`src/include/cmac_settings.svh`:
```
`ifndef CMAC_SETTINGS_SVH
`define CMAC_SETTINGS_SVH

// Width of the wrapping statistics counters
`define STAT_CNT_W 32

// Bad-FCS increment the MAC reports per cycle
`define FCS_CNT_W 3

// AXI4-Lite register port
`define CSR_ADDR_W 6
`define CSR_DATA_W 32

// Depth of the status synchronizers
`define SYNC_STAGES 3

`endif

```
`src/verilog/csr_map_pkg.sv`:
```
`include "cmac_settings.svh"

package csr_map_pkg;

    typedef logic [`CSR_ADDR_W-1:0]   csr_addr_t;
    typedef logic [`CSR_DATA_W-1:0]   csr_data_t;
    typedef logic [`CSR_DATA_W/8-1:0] csr_strb_t;

    // Byte address of each word register
    typedef enum logic [`CSR_ADDR_W-1:0] {
        CSR_CTRL       = 6'h00,
        CSR_STATUS     = 6'h04,
        CSR_RX_PKT     = 6'h08,
        CSR_RX_BEAT    = 6'h0C,
        CSR_RX_LOST    = 6'h10,
        CSR_RX_BAD_FCS = 6'h14,
        CSR_RX_MAX     = 6'h18,
        CSR_TX_PKT     = 6'h1C,
        CSR_TX_BEAT    = 6'h20,
        CSR_TX_MAX     = 6'h24,
        CSR_TX_OVF     = 6'h28,
        CSR_TX_UNF     = 6'h2C
    } csr_addr_e;

    typedef enum logic [1:0] {
        AXI_OKAY   = 2'b00,
        AXI_SLVERR = 2'b10
    } axi_resp_e;

    // CTRL bits
    localparam int CTRL_LPMODE_BIT = 0;
    localparam int CTRL_RESETL_BIT = 1;
    localparam int CTRL_CLEAR_BIT  = 2;

    // STATUS bits
    localparam int STAT_FAULT_BIT   = 0;
    localparam int STAT_ALIGNED_BIT = 1;
    localparam int STAT_STICKY_BIT  = 2;
    localparam int STAT_RX_IDLE_BIT = 3;
    localparam int STAT_TX_IDLE_BIT = 4;

endpackage

```
`src/verilog/stream_stats_pkg.sv`:
```
`include "cmac_settings.svh"

package stream_stats_pkg;

    // One statistics counter
    typedef logic [`STAT_CNT_W-1:0] stat_cnt_t;

    // Bad-FCS count of a single cycle
    typedef logic [`FCS_CNT_W-1:0] fcs_inc_t;

    // Step for the event counters
    localparam stat_cnt_t STAT_ONE = stat_cnt_t'(1);

endpackage

```
`src/verilog/cmac_stats_top.sv`:
```
`include "cmac_settings.svh"

module cmac_stats_top
    import stream_stats_pkg::*;
    import csr_map_pkg::*;
(
    input  logic      gt_init_clk,
    input  logic      rst,

    input  logic      rx_valid,
    input  logic      rx_ready,
    input  logic      rx_last,
    input  fcs_inc_t  rx_bad_fcs,
    // No statistic uses it
    input  fcs_inc_t  rx_stomped_fcs,

    input  logic      tx_valid,
    input  logic      tx_ready,
    input  logic      tx_last,
    input  logic      tx_ovf,
    input  logic      tx_unf,

    input  logic      qsfp_fault_in,
    input  logic      rx_aligned_in,

    input  logic      aw_valid,
    output logic      aw_ready,
    input  csr_addr_t aw_addr,
    input  logic      w_valid,
    output logic      w_ready,
    input  csr_data_t w_data,
    input  csr_strb_t w_strb,
    output logic      b_valid,
    input  logic      b_ready,
    output axi_resp_e b_resp,
    input  logic      ar_valid,
    output logic      ar_ready,
    input  csr_addr_t ar_addr,
    output logic      r_valid,
    input  logic      r_ready,
    output csr_data_t r_data,
    output axi_resp_e r_resp,

    output logic      qsfp_lpmode_out,
    output logic      qsfp_resetl_out,
    output logic      qsfp_fault_indication,
    output logic      rx_aligned_indication
);

    stat_cnt_t rx_pkt_cnt;
    stat_cnt_t rx_beat_cnt;
    stat_cnt_t rx_lost_cnt;
    stat_cnt_t rx_bad_fcs_cnt;
    stat_cnt_t rx_max_pkt;
    stat_cnt_t tx_pkt_cnt;
    stat_cnt_t tx_beat_cnt;
    stat_cnt_t tx_max_pkt;
    stat_cnt_t tx_ovf_cnt;
    stat_cnt_t tx_unf_cnt;
    logic      rx_idle;
    logic      tx_idle;
    logic      fault_sticky;
    logic      clear_stats;
    logic      clear_fault_sticky;

    rx_stream_monitor rx_stream_monitor_inst (
        .clk         (gt_init_clk),
        .rst,
        .clear_stats,
        .rx_valid,
        .rx_ready,
        .rx_last,
        .rx_bad_fcs,
        .pkt_cnt     (rx_pkt_cnt),
        .beat_cnt    (rx_beat_cnt),
        .lost_cnt    (rx_lost_cnt),
        .bad_fcs_cnt (rx_bad_fcs_cnt),
        .max_pkt     (rx_max_pkt),
        .idle        (rx_idle)
    );

    tx_stream_monitor tx_stream_monitor_inst (
        .clk         (gt_init_clk),
        .rst,
        .clear_stats,
        .tx_valid,
        .tx_ready,
        .tx_last,
        .tx_ovf,
        .tx_unf,
        .pkt_cnt     (tx_pkt_cnt),
        .beat_cnt    (tx_beat_cnt),
        .max_pkt     (tx_max_pkt),
        .ovf_cnt     (tx_ovf_cnt),
        .unf_cnt     (tx_unf_cnt),
        .idle        (tx_idle)
    );

    link_status_sync #(
        .STAGES (`SYNC_STAGES)
    ) link_status_sync_inst (
        .clk          (gt_init_clk),
        .rst,
        .qsfp_fault_in,
        .rx_aligned_in,
        .clear_fault_sticky,
        .fault        (qsfp_fault_indication),
        .aligned      (rx_aligned_indication),
        .fault_sticky
    );

    stats_csr_ctrl stats_csr_ctrl_inst (
        .clk     (gt_init_clk),
        .rst,
        .aw_valid,
        .aw_ready,
        .aw_addr,
        .w_valid,
        .w_ready,
        .w_data,
        .w_strb,
        .b_valid,
        .b_ready,
        .b_resp,
        .ar_valid,
        .ar_ready,
        .ar_addr,
        .r_valid,
        .r_ready,
        .r_data,
        .r_resp,
        .rx_pkt_cnt,
        .rx_beat_cnt,
        .rx_lost_cnt,
        .rx_bad_fcs_cnt,
        .rx_max_pkt,
        .tx_pkt_cnt,
        .tx_beat_cnt,
        .tx_max_pkt,
        .tx_ovf_cnt,
        .tx_unf_cnt,
        .rx_idle,
        .tx_idle,
        .fault   (qsfp_fault_indication),
        .aligned (rx_aligned_indication),
        .fault_sticky,
        .qsfp_lpmode_out,
        .qsfp_resetl_out,
        .clear_stats,
        .clear_fault_sticky
    );

endmodule

```
`src/verilog/link_status_sync.sv`:
```
`include "cmac_settings.svh"

module link_status_sync #(
    parameter int STAGES = `SYNC_STAGES
) (
    input  logic clk,
    input  logic rst,
    input  logic qsfp_fault_in,
    input  logic rx_aligned_in,
    input  logic clear_fault_sticky,
    output logic fault,
    output logic aligned,
    output logic fault_sticky
);

    logic [STAGES-1:0] fault_sync;
    logic [STAGES-1:0] aligned_sync;

    // Both inputs are asynchronous to gt_init_clk
    always_ff @(posedge clk) begin
        if (rst) begin
            fault_sync   <= '0;
            aligned_sync <= '0;
        end else begin
            fault_sync   <= {fault_sync[STAGES-2:0], qsfp_fault_in};
            aligned_sync <= {aligned_sync[STAGES-2:0], rx_aligned_in};
        end
    end

    assign fault   = fault_sync[STAGES-1];
    assign aligned = aligned_sync[STAGES-1];

    // A fault in the clear cycle keeps the flag set
    always_ff @(posedge clk) begin
        if (rst) begin
            fault_sticky <= 1'b0;
        end else if (fault) begin
            fault_sticky <= 1'b1;
        end else if (clear_fault_sticky) begin
            fault_sticky <= 1'b0;
        end
    end

endmodule

```
`src/verilog/rx_stream_monitor.sv`:
```
module rx_stream_monitor
    import stream_stats_pkg::*;
(
    input  logic      clk,
    input  logic      rst,
    input  logic      clear_stats,

    input  logic      rx_valid,
    input  logic      rx_ready,
    input  logic      rx_last,
    input  fcs_inc_t  rx_bad_fcs,

    output stat_cnt_t pkt_cnt,
    output stat_cnt_t beat_cnt,
    output stat_cnt_t lost_cnt,
    output stat_cnt_t bad_fcs_cnt,
    output stat_cnt_t max_pkt,
    output logic      idle
);

    logic      beat_acc;
    logic      beat_lost;
    logic      pkt_open;
    stat_cnt_t cur_beats;
    stat_cnt_t pkt_len;

    assign beat_acc  = rx_valid && rx_ready;
    assign beat_lost = rx_valid && !rx_ready;

    // Packet length counting the beat on the bus now
    assign pkt_len = cur_beats + STAT_ONE;
    assign idle    = !pkt_open;

    always_ff @(posedge clk) begin
        if (rst || clear_stats) begin
            beat_cnt    <= '0;
            lost_cnt    <= '0;
            bad_fcs_cnt <= '0;
        end else begin
            if (beat_acc) begin
                beat_cnt <= beat_cnt + STAT_ONE;
            end
            if (beat_lost) begin
                lost_cnt <= lost_cnt + STAT_ONE;
            end
            // MAC may flag several bad frames in one cycle
            bad_fcs_cnt <= bad_fcs_cnt + stat_cnt_t'(rx_bad_fcs);
        end
    end

    always_ff @(posedge clk) begin
        if (rst || clear_stats) begin
            pkt_cnt   <= '0;
            max_pkt   <= '0;
            cur_beats <= '0;
            pkt_open  <= 1'b0;
        end else if (beat_acc) begin
            if (rx_last) begin
                pkt_cnt   <= pkt_cnt + STAT_ONE;
                cur_beats <= '0;
                pkt_open  <= 1'b0;
                if (pkt_len > max_pkt) begin
                    max_pkt <= pkt_len;
                end
            end else begin
                cur_beats <= pkt_len;
                pkt_open  <= 1'b1;
            end
        end
    end

endmodule

```
`src/verilog/stats_csr_ctrl.sv`:
```
module stats_csr_ctrl
    import stream_stats_pkg::*;
    import csr_map_pkg::*;
(
    input  logic      clk,
    input  logic      rst,

    input  logic      aw_valid,
    output logic      aw_ready,
    input  csr_addr_t aw_addr,
    input  logic      w_valid,
    output logic      w_ready,
    input  csr_data_t w_data,
    input  csr_strb_t w_strb,
    output logic      b_valid,
    input  logic      b_ready,
    output axi_resp_e b_resp,
    input  logic      ar_valid,
    output logic      ar_ready,
    input  csr_addr_t ar_addr,
    output logic      r_valid,
    input  logic      r_ready,
    output csr_data_t r_data,
    output axi_resp_e r_resp,

    input  stat_cnt_t rx_pkt_cnt,
    input  stat_cnt_t rx_beat_cnt,
    input  stat_cnt_t rx_lost_cnt,
    input  stat_cnt_t rx_bad_fcs_cnt,
    input  stat_cnt_t rx_max_pkt,
    input  stat_cnt_t tx_pkt_cnt,
    input  stat_cnt_t tx_beat_cnt,
    input  stat_cnt_t tx_max_pkt,
    input  stat_cnt_t tx_ovf_cnt,
    input  stat_cnt_t tx_unf_cnt,
    input  logic      rx_idle,
    input  logic      tx_idle,
    input  logic      fault,
    input  logic      aligned,
    input  logic      fault_sticky,

    output logic      qsfp_lpmode_out,
    output logic      qsfp_resetl_out,
    output logic      clear_stats,
    output logic      clear_fault_sticky
);

    logic      wr_accept;
    logic      wr_ok;
    logic      wr_ctrl;
    logic      wr_status;
    logic      rd_accept;
    csr_data_t rd_word;
    axi_resp_e rd_resp;
    csr_data_t ctrl_word;
    csr_data_t status_word;
    logic      lpmode_q;
    logic      resetl_q;

    // Address and data accepted together with one write in flight
    assign wr_accept = aw_valid && w_valid && !b_valid;
    assign aw_ready  = wr_accept;
    assign w_ready   = wr_accept;

    // Only CTRL and STATUS take writes
    assign wr_ok     = (csr_addr_e'(aw_addr) == CSR_CTRL) || (csr_addr_e'(aw_addr) == CSR_STATUS);
    assign wr_ctrl   = wr_accept && (csr_addr_e'(aw_addr) == CSR_CTRL) && w_strb[0];
    assign wr_status = wr_accept && (csr_addr_e'(aw_addr) == CSR_STATUS) && w_strb[0];

    // Self-clearing bits become single-cycle pulses
    assign clear_stats        = wr_ctrl && w_data[CTRL_CLEAR_BIT];
    assign clear_fault_sticky = wr_status && w_data[STAT_STICKY_BIT];

    always_ff @(posedge clk) begin
        if (rst) begin
            lpmode_q <= 1'b0;
            resetl_q <= 1'b1;
        end else if (wr_ctrl) begin
            lpmode_q <= w_data[CTRL_LPMODE_BIT];
            resetl_q <= w_data[CTRL_RESETL_BIT];
        end
    end

    assign qsfp_lpmode_out = lpmode_q;
    assign qsfp_resetl_out = resetl_q;

    always_ff @(posedge clk) begin
        if (rst) begin
            b_valid <= 1'b0;
        end else if (wr_accept) begin
            b_valid <= 1'b1;
        end else if (b_ready) begin
            b_valid <= 1'b0;
        end
    end

    always_ff @(posedge clk) begin
        if (wr_accept) begin
            b_resp <= wr_ok ? AXI_OKAY : AXI_SLVERR;
        end
    end

    always_comb begin
        ctrl_word                  = '0;
        ctrl_word[CTRL_LPMODE_BIT] = lpmode_q;
        ctrl_word[CTRL_RESETL_BIT] = resetl_q;
    end

    always_comb begin
        status_word                   = '0;
        status_word[STAT_FAULT_BIT]   = fault;
        status_word[STAT_ALIGNED_BIT] = aligned;
        status_word[STAT_STICKY_BIT]  = fault_sticky;
        status_word[STAT_RX_IDLE_BIT] = rx_idle;
        status_word[STAT_TX_IDLE_BIT] = tx_idle;
    end

    // Read side
    assign rd_accept = ar_valid && !r_valid;
    assign ar_ready  = rd_accept;

    always_comb begin
        rd_word = '0;
        rd_resp = AXI_OKAY;
        case (csr_addr_e'(ar_addr))
            CSR_CTRL:       rd_word = ctrl_word;
            CSR_STATUS:     rd_word = status_word;
            CSR_RX_PKT:     rd_word = rx_pkt_cnt;
            CSR_RX_BEAT:    rd_word = rx_beat_cnt;
            CSR_RX_LOST:    rd_word = rx_lost_cnt;
            CSR_RX_BAD_FCS: rd_word = rx_bad_fcs_cnt;
            CSR_RX_MAX:     rd_word = rx_max_pkt;
            CSR_TX_PKT:     rd_word = tx_pkt_cnt;
            CSR_TX_BEAT:    rd_word = tx_beat_cnt;
            CSR_TX_MAX:     rd_word = tx_max_pkt;
            CSR_TX_OVF:     rd_word = tx_ovf_cnt;
            CSR_TX_UNF:     rd_word = tx_unf_cnt;
            default:        rd_resp = AXI_SLVERR;
        endcase
    end

    always_ff @(posedge clk) begin
        if (rst) begin
            r_valid <= 1'b0;
        end else if (rd_accept) begin
            r_valid <= 1'b1;
        end else if (r_ready) begin
            r_valid <= 1'b0;
        end
    end

    // Value sampled at acceptance and held while r_valid waits
    always_ff @(posedge clk) begin
        if (rd_accept) begin
            r_data <= rd_word;
            r_resp <= rd_resp;
        end
    end

endmodule

```
`src/verilog/tx_stream_monitor.sv`:
```
module tx_stream_monitor
    import stream_stats_pkg::*;
(
    input  logic      clk,
    input  logic      rst,
    input  logic      clear_stats,

    input  logic      tx_valid,
    input  logic      tx_ready,
    input  logic      tx_last,
    input  logic      tx_ovf,
    input  logic      tx_unf,

    output stat_cnt_t pkt_cnt,
    output stat_cnt_t beat_cnt,
    output stat_cnt_t max_pkt,
    output stat_cnt_t ovf_cnt,
    output stat_cnt_t unf_cnt,
    output logic      idle
);

    logic      beat_acc;
    logic      pkt_open;
    stat_cnt_t cur_beats;
    stat_cnt_t pkt_len;

    assign beat_acc = tx_valid && tx_ready;
    assign pkt_len  = cur_beats + STAT_ONE;
    assign idle     = !pkt_open;

    // Overflow and underflow count cycles, not packets
    always_ff @(posedge clk) begin
        if (rst || clear_stats) begin
            ovf_cnt  <= '0;
            unf_cnt  <= '0;
            beat_cnt <= '0;
        end else begin
            if (tx_ovf) begin
                ovf_cnt <= ovf_cnt + STAT_ONE;
            end
            if (tx_unf) begin
                unf_cnt <= unf_cnt + STAT_ONE;
            end
            if (beat_acc) begin
                beat_cnt <= beat_cnt + STAT_ONE;
            end
        end
    end

    always_ff @(posedge clk) begin
        if (rst || clear_stats) begin
            pkt_cnt   <= '0;
            max_pkt   <= '0;
            cur_beats <= '0;
            pkt_open  <= 1'b0;
        end else if (beat_acc) begin
            if (tx_last) begin
                pkt_cnt   <= pkt_cnt + STAT_ONE;
                cur_beats <= '0;
                pkt_open  <= 1'b0;
                if (pkt_len > max_pkt) begin
                    max_pkt <= pkt_len;
                end
            end else begin
                cur_beats <= pkt_len;
                pkt_open  <= 1'b1;
            end
        end
    end

endmodule
```
`config.mk`:
```
export PLATFORM = sky130hd
export DESIGN_NAME = cmac_stats_top
export DESIGN_NICKNAME = d
export VERILOG_FILES = /design/src/verilog/csr_map_pkg.sv /design/src/verilog/stream_stats_pkg.sv /design/src/verilog/cmac_stats_top.sv /design/src/verilog/link_status_sync.sv /design/src/verilog/rx_stream_monitor.sv /design/src/verilog/stats_csr_ctrl.sv /design/src/verilog/tx_stream_monitor.sv
export VERILOG_INCLUDE_DIRS = /design/src /design/src/include
export SDC_FILE = /design/constraint.sdc
export NUM_CORES = 1
export LEC_CHECK = 0
export CORE_MARGIN = 1
export CORE_UTILIZATION = 46
export DETAILED_ROUTE_END_ITERATION = 12
export DONT_BUFFER_PORTS = 1
export GPL_ROUTABILITY_DRIVEN = 0
export GPL_TIMING_DRIVEN = 0
export PLACE_DENSITY = 0.65
export SETUP_SLACK_MARGIN = 0.15
export SLEW_MARGIN = 20
export SYNTH_ARGS = -nofsm -noshare
export SYNTH_HDL_FRONTEND = slang
export SYNTH_HIERARCHICAL = 1
export SYNTH_SLANG_ARGS = --single-unit
```
`constraint.sdc`:
```
create_clock -name gt_init_clk -period 9 [get_ports gt_init_clk]
set_clock_uncertainty 0.1 [all_clocks]
set_input_delay 1.35 -clock gt_init_clk [delete_from_list [all_inputs] [get_ports gt_init_clk]]
set_output_delay 1.35 -clock gt_init_clk [all_outputs]
set_load 0.02 [all_outputs]
```
Word level (Yosys, flattened, before mapping)
Cells that the tools add are included.

word-level totals
  bits in registers = 433
  output and inout bits = 45
  input port bits = 71

operators by class
  add/sub/neg operators = 10
  muxes and demuxes = 13
  reduce and logical (&&, ||, !) cells = 29
  eq/ne operators = 12
  $lt $le $gt $ge = 2

operator list
  kind                                                                    count
  32-bit one-hot mux with 12 select lines                                 1
  32-bit by 1-bit adder with 32-bit output (second input constant)        9
  32-bit > comparator                                                     2
  32-bit 2-to-1 mux                                                       2
  32-bit by 3-bit adder with 32-bit output                                1
  6-bit by 5-bit equality test with 1-bit output (second input constant)  4
  6-bit equality test (second input constant)                             4
  6-bit by 3-bit equality test with 1-bit output (second input constant)  2
  6-bit by 4-bit equality test with 1-bit output (second input constant)  2
  1-bit logical AND                                                       12
  6-bit logical NOT                                                       2
  12-bit OR reduction                                                     1
  1-bit 2-to-1 mux                                                        8
  3-bit AND reduction                                                     2
  2-bit nonzero test                                                      3
  1-bit logical NOT                                                       5
  2-bit 2-to-1 mux                                                        2
  2-bit AND reduction                                                     2
  1-bit logical OR                                                        2

Longest topological paths before layout
  depth after elaboration = 7
  gate-level depth with buffers = 15

By module
Netlist, hierarchy kept.

modules (own cells, without submodules)
  module             instances  area an instance (µm²)  cells an instance
  tx_stream_monitor  1          9380.2                  1108
  rx_stream_monitor  1          9256.4                  1098
  stats_csr_ctrl     1          3890.0                  453
  link_status_sync   1          203.9                   16

Worst setup path after synthesis
OpenSTA, ideal clock, no wires.

  path type = input to output
  start = in ar_valid
  end = out ar_ready
  slack = 4.459 ns
  data required time = 7.550 ns
  data arrival time = 3.091 ns
  cell stages on the path = 1
  cell sequence = nor2b_1

between the ends
  cells in the longest elaborated chain, start to end = 1

ends and longest elaborated chain
  what                line                   RTL
  start: declaration  cmac_stats_top.sv:36   input logic ar_valid,
  1-bit logical AND   stats_csr_ctrl.sv:119  assign rd_accept = ar_valid && !r_valid;
  end: declaration    cmac_stats_top.sv:37   output logic ar_ready,

No other way between the ends.

Worst setup path after layout
  start = reg rx_stream_monitor_inst.cur_beats[0]
  end = reg rx_stream_monitor_inst.max_pkt[14]

between the ends
  cells in the longest elaborated chain, start to end = 3

ends and longest elaborated chain
  what                                      line                     RTL
  start: declaration                        rx_stream_monitor.sv:24  stat_cnt_t cur_beats;
  start signal: assignment                  rx_stream_monitor.sv:66  cur_beats <= pkt_len;
  32-bit by 1-bit adder with 32-bit output  rx_stream_monitor.sv:31  assign pkt_len = cur_beats + STAT_ONE;
  net rx_stream_monitor_inst.pkt_len[26]    rx_stream_monitor.sv:25  stat_cnt_t pkt_len;
  32-bit > comparator                       rx_stream_monitor.sv:62  if (pkt_len > max_pkt) begin
  3-bit AND reduction (no source line)      n/a
  end signal: assignment                    rx_stream_monitor.sv:63  max_pkt <= pkt_len;
  end: declaration                          rx_stream_monitor.sv:17  output stat_cnt_t max_pkt,

The timed path passes the listed nets, and every way through them passes these cells.
A chain may end at the register's enable or synchronous reset.

==> results.md <==
* Register area share after synthesis at 39.5%
* Synth Flop Type: dfxtp_1
* Leakage at 9.27 nW
* Most common library cells after synthesis: 397 x dfxtp_1, 355 x nor2_1, 172 x xor2_1, 153 x a21oi_1, 153 x nand3_1
* Critical path class: reg -> reg
* Initial antenna violation count at 2
* First-pass iteration count of the detailed router at 7
* Share of layout cells above drive strength 1 at 6.10%
* Row count at 81
* H-tree levels at 2
* Dpl hpwl at 60,600 microns
* Largest net degree at the start of global routing at 19
* Clock root cell: clkbuf_16
* Startpoint types: register
* Clock Tree Buf Depth at 3
* Critical path data arrival time at 5.38 ns
* Post-CTS Resized at 0
* Synth top area cells: dfxtp_1 35%, xor2_1 6.6%, nor2_1 5.9%
* Final setup fails at 0
* Post-Syn Instances at 2,675
* Min Tclk post-route at 5.01 ns
* Worst hold-check path type: reg -> reg
* Compound-Gate Fraction of Synth Area at 13.4%
* Total core area at 48,800 sq um
* Via count at 21,032
* Adder-cell share of the synthesized area at 4.27%
* Die X-Extent at 224 microns
* TritonCTS clock tree: yes
* N_diodes at 0
* Pint at 3.67 mW
* Post-DP Area at 23,700 sq um
* Relative slew slack at -4.55%
* Worst-margin pin slew at 1.53 ns
* Chip Height at 224 microns
* Crit. End Element: register
* Top-count cell post-synth: dfxtp_1
* Via density per instance at 6.12
* Sequential power share at 42.0%
* Power per Cell Area at 208 nW/um^2
* NetSw at 1.61 mW
* Hold Vio Cnt, Final at 0
* Avg Inst Size Synth at 8.50 sq um
* Die ar. at 50,300 sq um
* Setup TNS at 0 ns
* Clock sinks at 431
* Clk pwr share at 39.9%
* Total Wirelength at 78,900 microns
* RSZ-0062 raised after global routing: false
* Synth Register Bits at 431
* CP required at 9.37 ns
* Slew Limit Fails at 2
* Area grow syn2layout at 11.6%
* Wire length per cell at 23.0 microns
* Iter 0 DRT Violations at 2,538
* Tot GR Track Use at 30.9%
* Vias in the first global route at 19,555
* CP max FO at 10
* Initial core utilization at 46.5%
* GRT Residual Overflow at 0
* Async S/R FF share, synth at 0%
* Fin area at 25,400 sq um
* Status: complete, but fails checks
* Fmax at 200 MHz
* Reg clk slew, reported paths at 0.06 ns
* Ports at 116
* Synth cell types at 79
* Fin Hold WS at 0.335 ns
* Synth warn at 6
* Hold Buf Count CTS at 0
* Post-synth top area share at 35.0%
* Comb pwr share at 18.1%
* Antenna-violating nets left at 0
* IO Port Bufs at 0
* Setup repair bufs after CTS at 0
* Post-Synth XOR/XNOR Area at 10.8%
* Post-synth EDFFs at 34
* Most area-hungry cell type in the Yosys netlist: dfxtp_1
* Clock latency on the worst-skew pair at 0.62 ns
* Main combinational cell family by area after synthesis: simple AND/OR/NAND/NOR gates
* Mux contribution to synthesized area at 2.25%
* Nets at 2,879
* CTS buffer count at 48
* Switch share at 30.5%
* Post-Syn Area at 22,700 sq um
* Final worst-path cycle share at 55.7%
* Synth Area in Simple Gates at 25.5%
* Global-route wire length before repair at 118,000 microns
* Max Cap Viol at 1
* Failing checks: max-capacitance violations, max-slew violations
* Drc violations at 0
* Maximum vdd drop at 156 uV
-- metal layers --
layer | vias to the layer above | global-route usage, % | share of wire [%]
met2 | 1056 | 47.4 | 43
met3 | 246 | 7.05 | 10
met1 | 10043 | 39.5 | 40
met4 | 2 | 18.7 | 6.4
li1 | 9685 | - | -
met5 | - | 0 | 0.016
-- critical path: stages, from the launching register on --
cell and delay [ns]:
dfxtp_1 0.52, ha_1 0.20, clkbuf_1 0.29, inv_1 0.15, or4_1 0.68, nor3_1 0.23
xor2_1 0.36, ha_1 0.20, nand4_1 0.17, nor4_1 0.56, nor3b_1 0.41, o31ai_1 0.28
clkbuf_1 0.34, a21oi_1 0.28, a211oi_1 0.07
-- registers in the layout, summed over array words and instances (netlist names), 3 cells and up --
signal and count:
rx_stream_monitor_inst/bad_fcs_cnt 32, tx_stream_monitor_inst/unf_cnt 32, rx_stream_monitor_inst/lost_cnt 32, link_status_sync_inst/fault_sync 3, tx_stream_monitor_inst/max_pkt 32, stats_csr_ctrl_inst/r_data 32, rx_stream_monitor_inst/pkt_cnt 32, rx_stream_monitor_inst/beat_cnt 32
tx_stream_monitor_inst/cur_beats 32, rx_stream_monitor_inst/max_pkt 32, tx_stream_monitor_inst/beat_cnt 32, rx_stream_monitor_inst/cur_beats 32, tx_stream_monitor_inst/pkt_cnt 32, link_status_sync_inst/aligned_sync 3, tx_stream_monitor_inst/ovf_cnt 32
-- power groups by stage --
stage                     Combinational [mW]  Sequential, mW  Clock [mW]
after floorplan                        0.689            2.17           0
after global placement                 0.887            2.25           0
after detailed placement               0.921            2.25           0
after CTS                              0.927            2.21        2.13
after global routing                    1.05            2.22        2.21
final                                  0.956            2.22        2.10
-- layout by cell type, fill, tap and decap left out, types with 59 or more instances in the layout --
master,count
nor2_1,355
a21oi_1,153
nor3_1,64
a22oi_1,79
xor2_1,172
nand4_1,90
clkbuf_1,105
dfxtp_1,397
xnor2_1,107
and3_1,81
nand3_1,153
a211oi_1,59
nand2_1,149
o21ai_0,77
inv_1,100
ha_1,76
-- cell type report --
class,count,area [sq um]
plain buffers,142,599
clock buffers,63,1340
clock inverters,27,350
fillers,4646,23500
inverters,101,379
multi-input cells,2002,12800
flip-flops and latches,431,8970
well taps,664,831
repair buffers,5,85.1
-- per-stage QoR --
step	cells	util (%)	setup WS (ns)	total power, mW
3_5_place_dp	3345	48.5	4.14	3.17
2_1_floorplan	2676	-	4.46	2.86
5_1_grt	3435	51.9	3.79	5.48
4_1_cts	3435	51.9	4.11	5.26
6_report	3435	51.9	3.99	5.28
3_3_place_gp	3340	48.2	3.37	3.14
-- kinds of logic (layout without fill, tap and decap cells) --
| kind of cell | Yosys count | count (layout) |
|---|---|---|
| AOI/OAI and AO/OA | 468 | 468 |
| xor gates and xnor gates | 279 | 279 |
| adders and majority gates | 77 | 77 |
| buffers and inverters | 243 | 338 |
| DFF | 431 | 431 |
| muxes | 51 | 51 |
| other | 1 | 2 |
| and+or+nand+nor | 1125 | 1125 |
-- path summary, 6_finish.rpt --
| path | from | endpoint | slack [ns] | cells after the start |
|---|---|---|---|---|
| setup / recovery | rx_stream_monitor_inst/cur_beats[0] | rx_stream_monitor_inst/max_pkt[14] | 3.99 | 14 |
| hold / removal | link_status_sync_inst/aligned_sync[1] | link_status_sync_inst/aligned_sync[2] | 0.34 | 1 |
| setup reg to reg | rx_stream_monitor_inst/cur_beats[0] | rx_stream_monitor_inst/max_pkt[14] | 3.99 | 14 |
| hold reg to reg | link_status_sync_inst/aligned_sync[1] | link_status_sync_inst/aligned_sync[2] | 0.34 | 1 |
(Power assumes the default switching activity.)
